### config.mk
export PLATFORM = sky130hd
export DESIGN_NAME = daq_top
export DESIGN_NICKNAME = d
export VERILOG_FILES = /design/src/rtl/daq_pkg.sv /design/src/rtl/daq_top.sv /design/src/rtl/usb_data_fifo.sv /design/src/rtl/daq_source_select.sv /design/src/rtl/scurve_scan.sv /design/src/rtl/acq_readout.sv
export SDC_FILE = /design/constraint.sdc
export NUM_CORES = 1
export LEC_CHECK = 0
export ABC_AREA = 1
export BUFFER_PORTS_ARGS = -buffer_cell sky130_fd_sc_hd__buf_2
export CELL_PAD_IN_SITES_DETAIL_PLACEMENT = 2
export CELL_PAD_IN_SITES_GLOBAL_PLACEMENT = 2
export CORE_MARGIN = 2
export CORE_UTILIZATION = 46
export CTS_BUF_LIST = sky130_fd_sc_hd__clkbuf_2 sky130_fd_sc_hd__clkbuf_4 sky130_fd_sc_hd__clkbuf_8
export DETAILED_ROUTE_END_ITERATION = 12
export PLACE_DENSITY_LB_ADDON = 0.05
export SYNTH_ARGS = -nofsm -noshare
export SYNTH_HDL_FRONTEND = slang
export SYNTH_SLANG_ARGS = --single-unit
### constraint.sdc
create_clock -name clk -period 6.6 [get_ports clk]
set_input_delay 1.32 -clock clk [delete_from_list [all_inputs] [get_ports clk]]
set_output_delay 1.32 -clock clk [all_outputs]
set_load 0.02 [all_outputs]
### src/rtl/daq_pkg.sv
`default_nettype none

package daq_pkg;

    // usb data path
    localparam int WORD_W = 16;
    typedef logic [WORD_W-1:0] word_t;        // one usb fifo word

    // asic threshold dac
    localparam int DAC_W = 10;
    typedef logic [DAC_W-1:0] dac_t;

    ////////////////////////////////////////
    // word tags
    ////////////////////////////////////////
    localparam logic [7:0] HEADER_TAG = 8'hA5; // upper byte of acq header
    localparam logic [5:0] SCAN_TAG   = 6'h2C; // bits 15..10 of scan code word

    // board running mode
    typedef enum logic {
        MODE_ACQ    = 1'b0,   // asic ram readout
        MODE_SCURVE = 1'b1    // threshold scan
    } mode_t;

endpackage

`default_nettype wire
### src/rtl/daq_top.sv
`timescale 1ns/1ps
`default_nettype none

module daq_top #(
    parameter daq_pkg::dac_t DAC_LAST   = '1,   // final scan code
    parameter int            FIFO_DEPTH = 16
) (
    input  logic           clk,
    input  logic           arst_n,
    input  daq_pkg::mode_t mode,           // change only with both sources idle
    // acquisition readout pins
    input  logic           acq_enable,
    input  logic [7:0]     header,
    input  logic           dout_b,
    input  logic           transmiton_b,
    // s-curve control
    input  logic           test_start,
    input  daq_pkg::word_t cpt_max,
    input  logic           trig_b,
    input  daq_pkg::dac_t  usb_dac_vth,
    // host side
    input  logic           fifo_rd_en,
    output daq_pkg::dac_t  dac_vth,
    output logic           test_done,
    output daq_pkg::word_t fifo_rd_data,
    output logic           fifo_empty,
    output logic           overflow
);

    daq_pkg::word_t acq_word;
    logic           acq_word_valid;
    daq_pkg::word_t scan_word;
    logic           scan_word_valid;
    daq_pkg::dac_t  scan_dac;
    logic           fifo_wr_en;
    daq_pkg::word_t fifo_wr_data;
    logic           fifo_full;

    ////////////////////////////////////////
    // data sources
    ////////////////////////////////////////
    acq_readout u_acq_readout (
        .clk            (clk),
        .arst_n         (arst_n),
        .acq_enable     (acq_enable),
        .header         (header),
        .dout_b         (dout_b),
        .transmiton_b   (transmiton_b),
        .acq_word       (acq_word),
        .acq_word_valid (acq_word_valid)
    );

    scurve_scan #(
        .DAC_LAST (DAC_LAST)
    ) u_scurve_scan (
        .clk             (clk),
        .arst_n          (arst_n),
        .test_start      (test_start),
        .cpt_max         (cpt_max),
        .trig_b          (trig_b),
        .scan_word       (scan_word),
        .scan_word_valid (scan_word_valid),
        .scan_dac        (scan_dac),
        .test_done       (test_done)
    );

    ////////////////////////////////////////
    // selector and usb data fifo
    ////////////////////////////////////////
    daq_source_select u_source_select (
        .clk             (clk),
        .arst_n          (arst_n),
        .mode            (mode),
        .acq_word        (acq_word),
        .scan_word       (scan_word),
        .acq_word_valid  (acq_word_valid),
        .scan_word_valid (scan_word_valid),
        .usb_dac_vth     (usb_dac_vth),
        .scan_dac        (scan_dac),
        .fifo_full       (fifo_full),
        .fifo_wr_en      (fifo_wr_en),
        .fifo_wr_data    (fifo_wr_data),
        .dac_vth         (dac_vth),
        .overflow        (overflow)
    );

    usb_data_fifo #(
        .DEPTH     (FIFO_DEPTH),
        .payload_t (daq_pkg::word_t)
    ) u_usb_data_fifo (
        .clk     (clk),
        .arst_n  (arst_n),
        .wr_en   (fifo_wr_en),
        .wr_data (fifo_wr_data),
        .rd_en   (fifo_rd_en),
        .rd_data (fifo_rd_data),
        .full    (fifo_full),
        .empty   (fifo_empty)
    );

endmodule

`default_nettype wire

### src/rtl/usb_data_fifo.sv
`timescale 1ns/1ps
`default_nettype none

module usb_data_fifo #(
    parameter int  DEPTH     = 16,
    parameter type payload_t = daq_pkg::word_t
) (
    input  logic     clk,
    input  logic     arst_n,
    input  logic     wr_en,      // caller keeps it low while full
    input  payload_t wr_data,
    input  logic     rd_en,      // pop head word
    output payload_t rd_data,    // head word, fall-through
    output logic     full,
    output logic     empty
);

    localparam int AW = $clog2(DEPTH);
    localparam int CW = $clog2(DEPTH + 1);
    localparam logic [AW-1:0] PTR_LAST = AW'(DEPTH - 1);

    payload_t       mem [DEPTH];
    logic [AW-1:0]  wr_ptr;
    logic [AW-1:0]  rd_ptr;
    logic [CW-1:0]  count;       // words stored
    logic           rd_ok;       // pop that really happens

    assign rd_ok = rd_en & ~empty;

    ////////////////////////////////////////
    // pointers and occupancy
    ////////////////////////////////////////
    always_ff @(posedge clk or negedge arst_n) begin
        if (!arst_n) begin
            wr_ptr <= '0;
            rd_ptr <= '0;
            count  <= '0;
        end else begin
            if (wr_en) begin
                wr_ptr <= (wr_ptr == PTR_LAST) ? '0 : wr_ptr + 1'b1;
            end
            if (rd_ok) begin
                rd_ptr <= (rd_ptr == PTR_LAST) ? '0 : rd_ptr + 1'b1;
            end
            case ({wr_en, rd_ok})
                2'b10:   count <= count + 1'b1;
                2'b01:   count <= count - 1'b1;
                default: count <= count;     // idle or write with pop
            endcase
        end
    end

    // storage
    always_ff @(posedge clk) begin
        if (wr_en) begin
            mem[wr_ptr] <= wr_data;
        end
    end

    assign rd_data = mem[rd_ptr];            // visible one cycle after write
    assign full    = (count == CW'(DEPTH));
    assign empty   = (count == '0);

endmodule

`default_nettype wire

### src/rtl/daq_source_select.sv
`timescale 1ns/1ps
`default_nettype none

module daq_source_select (
    input  logic           clk,
    input  logic           arst_n,
    input  daq_pkg::mode_t mode,
    input  daq_pkg::word_t acq_word,
    input  daq_pkg::word_t scan_word,
    input  logic           acq_word_valid,
    input  logic           scan_word_valid,
    input  daq_pkg::dac_t  usb_dac_vth,      // host threshold
    input  daq_pkg::dac_t  scan_dac,         // scan threshold
    input  logic           fifo_full,
    output logic           fifo_wr_en,
    output daq_pkg::word_t fifo_wr_data,
    output daq_pkg::dac_t  dac_vth,          // to asic dac
    output logic           overflow          // sticky, word lost
);

    logic scurve_sel;
    logic src_valid;   // strobe of the active source

    assign scurve_sel = (mode == daq_pkg::MODE_SCURVE);

    // source mux
    assign src_valid    = scurve_sel ? scan_word_valid : acq_word_valid;
    assign fifo_wr_data = scurve_sel ? scan_word : acq_word;
    assign dac_vth      = scurve_sel ? scan_dac : usb_dac_vth;

    // no back-pressure, word dropped while full
    assign fifo_wr_en = src_valid & ~fifo_full;

    always_ff @(posedge clk or negedge arst_n) begin
        if (!arst_n) begin
            overflow <= 1'b0;
        end else if (src_valid && fifo_full) begin
            overflow <= 1'b1;    // held until reset
        end
    end

endmodule

`default_nettype wire

### src/rtl/scurve_scan.sv
`timescale 1ns/1ps
`default_nettype none

module scurve_scan #(
    parameter daq_pkg::dac_t DAC_LAST = '1   // last threshold code of the scan
) (
    input  logic           clk,
    input  logic           arst_n,
    input  logic           test_start,       // strobe, honoured only when idle
    input  daq_pkg::word_t cpt_max,          // window length in clk cycles
    input  logic           trig_b,           // asic trigger out, active low
    output daq_pkg::word_t scan_word,
    output logic           scan_word_valid,
    output daq_pkg::dac_t  scan_dac,         // threshold under test
    output logic           test_done
);

    typedef enum logic [2:0] {
        S_IDLE,
        S_STEP,     // new dac code settles
        S_CODE,     // code word out
        S_WINDOW,   // counting triggers
        S_COUNT,    // count word out
        S_DONE
    } state_t;

    state_t         state;
    daq_pkg::word_t timer;      // cycles spent in window
    daq_pkg::word_t trig_cnt;   // triggers seen this step
    logic           trig_q;     // trig_b one cycle late
    logic           trig_fall;

    ////////////////////////////////////////
    // step sequencer
    ////////////////////////////////////////
    always_ff @(posedge clk or negedge arst_n) begin
        if (!arst_n) begin
            state    <= S_IDLE;
            scan_dac <= '0;
            timer    <= '0;
        end else begin
            case (state)
                S_IDLE: begin
                    if (test_start) begin
                        state    <= S_STEP;
                        scan_dac <= '0;          // scan always starts at code 0
                    end
                end
                S_STEP: state <= S_CODE;
                S_CODE: begin
                    state <= S_WINDOW;
                    timer <= '0;
                end
                S_WINDOW: begin
                    if (timer == cpt_max - 1'b1) begin
                        state <= S_COUNT;        // exactly cpt_max cycles
                    end else begin
                        timer <= timer + 1'b1;
                    end
                end
                S_COUNT: begin
                    if (scan_dac == DAC_LAST) begin
                        state <= S_DONE;         // dac holds last code
                    end else begin
                        state    <= S_STEP;
                        scan_dac <= scan_dac + 1'b1;
                    end
                end
                S_DONE:  state <= S_IDLE;
                default: state <= S_IDLE;
            endcase
        end
    end

    ////////////////////////////////////////
    // trigger counter
    ////////////////////////////////////////
    assign trig_fall = trig_q & ~trig_b;

    always_ff @(posedge clk or negedge arst_n) begin
        if (!arst_n) begin
            trig_q   <= 1'b1;    // line idles high
            trig_cnt <= '0;
        end else begin
            trig_q <= trig_b;
            if (state == S_CODE) begin
                trig_cnt <= '0;  // fresh count per step
            end else if (state == S_WINDOW && trig_fall && trig_cnt != '1) begin
                trig_cnt <= trig_cnt + 1'b1;   // saturates at all ones
            end
        end
    end

    // outputs decoded from state
    assign scan_word_valid = (state == S_CODE) || (state == S_COUNT);
    assign scan_word       = (state == S_CODE) ? {daq_pkg::SCAN_TAG, scan_dac} : trig_cnt;
    assign test_done       = (state == S_DONE);

endmodule

`default_nettype wire

### src/rtl/acq_readout.sv
`timescale 1ns/1ps
`default_nettype none

module acq_readout (
    input  logic           clk,
    input  logic           arst_n,
    input  logic           acq_enable,     // level, high for whole acquisition
    input  logic [7:0]     header,         // board id byte from host
    input  logic           dout_b,         // asic ram data, active low
    input  logic           transmiton_b,   // low while dout_b carries a bit
    output daq_pkg::word_t acq_word,
    output logic           acq_word_valid  // one cycle per word
);

    localparam int BIT_W = $clog2(daq_pkg::WORD_W);

    logic             enable_q;      // enable one cycle late
    logic             enable_rise;   // start of acquisition
    logic             bit_take;      // serial bit present this cycle
    logic [BIT_W-1:0] bit_cnt;       // bits already in shift_q
    logic             word_last;     // sixteenth bit arriving
    daq_pkg::word_t   shift_q;
    daq_pkg::word_t   shift_d;

    ////////////////////////////////////////
    // serial bit qualification
    ////////////////////////////////////////
    assign enable_rise = acq_enable & ~enable_q;
    assign bit_take    = acq_enable & ~transmiton_b;
    assign word_last   = bit_take && (bit_cnt == BIT_W'(daq_pkg::WORD_W - 1));

    // msb first, dout_b inverted to true polarity
    assign shift_d = {shift_q[daq_pkg::WORD_W-2:0], ~dout_b};

    always_ff @(posedge clk or negedge arst_n) begin
        if (!arst_n) begin
            enable_q       <= 1'b0;
            bit_cnt        <= '0;
            acq_word_valid <= 1'b0;
        end else begin
            enable_q       <= acq_enable;
            acq_word_valid <= enable_rise | word_last;  // header or full word
            if (!acq_enable) begin
                bit_cnt <= '0;               // partial word thrown away
            end else if (bit_take) begin
                bit_cnt <= bit_cnt + 1'b1;   // wraps to 0 after last bit
            end
        end
    end

    ////////////////////////////////////////
    // payload
    ////////////////////////////////////////
    always_ff @(posedge clk) begin
        if (bit_take) begin
            shift_q <= shift_d;
        end
        if (enable_rise) begin
            acq_word <= {daq_pkg::HEADER_TAG, header};  // acquisition header
        end else if (word_last) begin
            acq_word <= shift_d;                        // includes newest bit
        end
    end

endmodule

`default_nettype wire

==> flow_summary.ini <==
[floorplan]
design.portCount = 72
floorplan.die_area_sq_um = 35500
chipWidth_um = 188
num_rows = 67
die_y_um = 188
initial_core_util_pct = 46.7
core_region_area_sq_um = 33400

[setup_path]
crit_arrival_ns = 3.91
max_stage_delay_ns = 1.17
worstPathMaxFanout = 27
startpoint_type = flip-flop
timing.critical_path.required_ns = 5.28
reg2reg_depth = 16
worstSetupEndpointType = primary output
timing.critical_path.slowest_stage_cell = sky130_fd_sc_hd__dfrtp_1
cp_cell_sequence = nor2_1 -> inv_1 -> a21oi_1 -> a221oi_1 -> o21ai_0 -> nand2_1 -> buf_2
worst-setup-path-type = reg2out

[routing]
vias_after_detailed_routing = 12300
via_per_inst = 5.92
drc_errors = 0
final_antenna_net_count = 0
dr.first_iter.drc_count = 916
route.final.wire_length_um = 57600
wire_per_inst_um = 27.7
firstDrtPassIters = 5

[final_layout]
design.final.nets = 1639
fill_cells = 3432
antennaDiodeCount = 0
drive_gt1_share_pct = 14.2
seqCellArea_sq_um = 10200
total_area_of_multi_input_combinational_cells_sq_um = 4850
synth_to_final_area_change_pct = 13.4

[sta]
count_of_endpoints_failing_setup_in_the_final_report = 0
setup_slack_ns = 1.37
timing.slew.headroom_pct = 8.54
rsz0062_at_grt = false
fin_setup_tns_ns = 0
final-hold-violation-count = 0
skew_ns = 0.0306
timing.fmax_mhz = 191
finalWorstPathRequiredPeriod_ns = 5.23
final_max_slew_viol_count = 0
fraction_of_the_cycle_the_final_worst_path_needs_pct = 79.2
worst-slew-pin-transition_ns = 1.37

[synthesis]
ys_async_sr_fraction_pct = 18.7
syn_inst = 1485
yosysSeqAreaShare_pct = 65.2
synth_seq_cells = 353
postSynthNetCount = 1543
synth_cell_type_count = 40
synth_ff_type = sky130_fd_sc_hd__edfxtp_1
syn_area_cell_sq_um = 10.5
total_of_warnings_raised_by_yosys = 0
synth.cell_area_sq_um = 15600
number_of_flops_mapped_to_enable_cells_by_yosys = 279

[global_route]
pin_count_of_the_biggest_net_entering_global_routing = 89
grt_pass1_wl_um = 86400
grt_overflow = 0
first_global_vias = 13700
grt_util_all_layers_pct = 32.8
antenna_found_initial = 2

[power_and_ir_drop]
leakage_nw = 6.75
power.density_cell_area_nw_per_um2 = 423
worst_ir_drop_vdd_mv = 0.275

[clock_network]
post-cts-setup-buffer-count = 0
path_clk_slew_ns = 0.07
cts_sinks = 353
number_of_gates_resized_after_cts = 0
bufs_on_longest_clock_path = 3
clk_latency_ns = 0.64
cts_made_buffers = 58
tritoncts = built
cts_h_tree_depth = 2
cts_hold_repair.buffers = 0
root_buffer = sky130_fd_sc_hd__clkbuf_8

[flow_run]
drv.max_cap_violation_count = 0

[hold_path]
min-delay-path-class = reg2reg
hold_depth = 0

[place]
port_buffers = 71
gp_congestion = 0.783
dp_hpwl_um = 34800
preCtsSetupSlack_ns = 2.17

[outcome]
run_status = completed
worst paths after layout:
path | startpoint | slack (ns) | endpoint
worst min-delay path | u_acq_readout.shift_q[5] | 0.45 | u_acq_readout.shift_q[6]
max in group asynchronous | arst_n | 5.00 | u_usb_data_fifo.rd_ptr[0]
min in group asynchronous | arst_n | 0.87 | u_scurve_scan.trig_cnt[11]
worst min register to register | u_acq_readout.shift_q[5] | 0.45 | u_acq_readout.shift_q[6]
worst max-delay path | u_usb_data_fifo.rd_ptr[1] | 1.37 | fifo_rd_data[5]
worst max register to register | u_scurve_scan.state[1] | 3.14 | u_usb_data_fifo.count[4]
where the power goes:
part | leakage [nW] | internal, mW | switching, mW
combinational | 2.64 | 0.621 | 1.93
clock | 0.624 | 1.07 | 0.956
sequential | 3.49 | 2.72 | 0.210
total | 6.75 | 4.41 | 3.10
layout by cell type, fill, tap and decap left out, types with 32 or more instances in the layout:
| cell type | instances |
|---|---|
| sky130_fd_sc_hd__a21oi_1 | 60 |
| sky130_fd_sc_hd__buf_2 | 70 |
| sky130_fd_sc_hd__clkbuf_8 | 61 |
| sky130_fd_sc_hd__dfrtp_1 | 64 |
| sky130_fd_sc_hd__edfxtp_1 | 279 |
| sky130_fd_sc_hd__inv_1 | 91 |
| sky130_fd_sc_hd__nand2_1 | 289 |
| sky130_fd_sc_hd__nand3_1 | 81 |
| sky130_fd_sc_hd__nor2_1 | 196 |
| sky130_fd_sc_hd__o21ai_0 | 126 |
| sky130_fd_sc_hd__o22ai_1 | 32 |
metal layers:
layer	vias to the layer above	global-route usage, %	part of all wire, %
met5	-	0	0.031
met3	162	5.10	5.6
met1	6266	38.6	38
met4	2	16.6	5.0
li1	5381	-	-
met2	477	58.3	51
kinds of logic (layout without fill, tap and decap cells):
logic type / Yosys count / in the layout / synth area share [%]
adders and majority gates: 15 / 15 / 1.25
and+or+nand+nor: 651 / 651 / 17.5
buffers and inverters: 160 / 303 / 3.95
AOI/OAI and AO/OA: 267 / 267 / 9.86
xor gates and xnor gates: 39 / 39 / 2.19
DFF: 353 / 353 / 65.2
registers in the layout, indices dropped and copies added (netlist names):
| register | cells |
|---|---|
| u_usb_data_fifo.rd_ptr | 4 |
| u_acq_readout.acq_word | 16 |
| u_source_select.overflow | 1 |
| u_scurve_scan.trig_q | 1 |
| u_acq_readout.acq_word_valid | 1 |
| u_scurve_scan.scan_dac | 10 |
| u_usb_data_fifo.count | 5 |
| u_usb_data_fifo.wr_ptr | 4 |
| u_acq_readout.enable_q | 1 |
| u_acq_readout.bit_cnt | 4 |
| u_scurve_scan.trig_cnt | 16 |
| u_scurve_scan.timer | 16 |
| u_usb_data_fifo.mem | 256 |
| u_scurve_scan.state | 3 |
| u_acq_readout.shift_q | 15 |
critical path: cells and delay by family (launching register included):
family          cells  cell delay (ns)
flops               1             1.17
buf+inv             2             1.01
compound gates      3             0.76
simple gates        2             0.33
synthesized netlist by cell type (2+ instances only):
master,instances,area (sq um)
sky130_fd_sc_hd__nand2_1,289,1080
sky130_fd_sc_hd__edfxtp_1,279,8380
sky130_fd_sc_hd__nor2_1,212,796
sky130_fd_sc_hd__o21ai_0,126,631
sky130_fd_sc_hd__inv_1,92,345
sky130_fd_sc_hd__nand3_1,81,405
sky130_fd_sc_hd__dfrtp_1,65,1630
sky130_fd_sc_hd__a21oi_1,60,300
sky130_fd_sc_hd__clkbuf_1,57,214
sky130_fd_sc_hd__o22ai_1,32,200
sky130_fd_sc_hd__xor2_1,28,245
sky130_fd_sc_hd__a221oi_1,20,175
sky130_fd_sc_hd__nor3_1,19,95.1
sky130_fd_sc_hd__nand4_1,18,113
sky130_fd_sc_hd__ha_1,14,175
sky130_fd_sc_hd__o221ai_1,12,105
sky130_fd_sc_hd__xnor2_1,11,96.3
sky130_fd_sc_hd__o21a_1,10,75.1
sky130_fd_sc_hd__dfxtp_1,8,160
sky130_fd_sc_hd__nand3b_1,8,60.1
sky130_fd_sc_hd__inv_2,5,18.8
sky130_fd_sc_hd__nor2_2,5,31.3
sky130_fd_sc_hd__nand2_2,4,25.0
sky130_fd_sc_hd__nor3b_1,4,30.0
sky130_fd_sc_hd__nor4_1,4,25.0
sky130_fd_sc_hd__o31ai_1,4,30.0
sky130_fd_sc_hd__nor2_4,3,33.8
sky130_fd_sc_hd__buf_6,2,22.5
sky130_fd_sc_hd__clkinv_1,2,7.51
per-stage QoR:
step                      area (sq um)  hold WS, ns  power, mW  utilization (%)  instances
after floorplan                  15600        0.421       4.37                -       1485
after global placement           16500        0.429       5.17             49.5       1969
after detailed placement         16500        0.446       5.39             49.5       1969
after CTS                        17700        0.458       7.50             53.0       2076
after global routing             17700        0.472       7.79             53.0       2076
final                            17700        0.452       7.50             53.0       2076
cell type report:
cell class                      instances  share of cell area, %
Clock buffer                           92                   6.05
Clock inverter                         15                  0.565
Inverter                               99                   2.10
Multi-Input combinational cell        972                   27.4
Sequential cell                       353                   57.5
Tap cell                              448                   3.16
Timing Repair Buffer                   97                   3.19
Power figures use the tool's default switching activity.
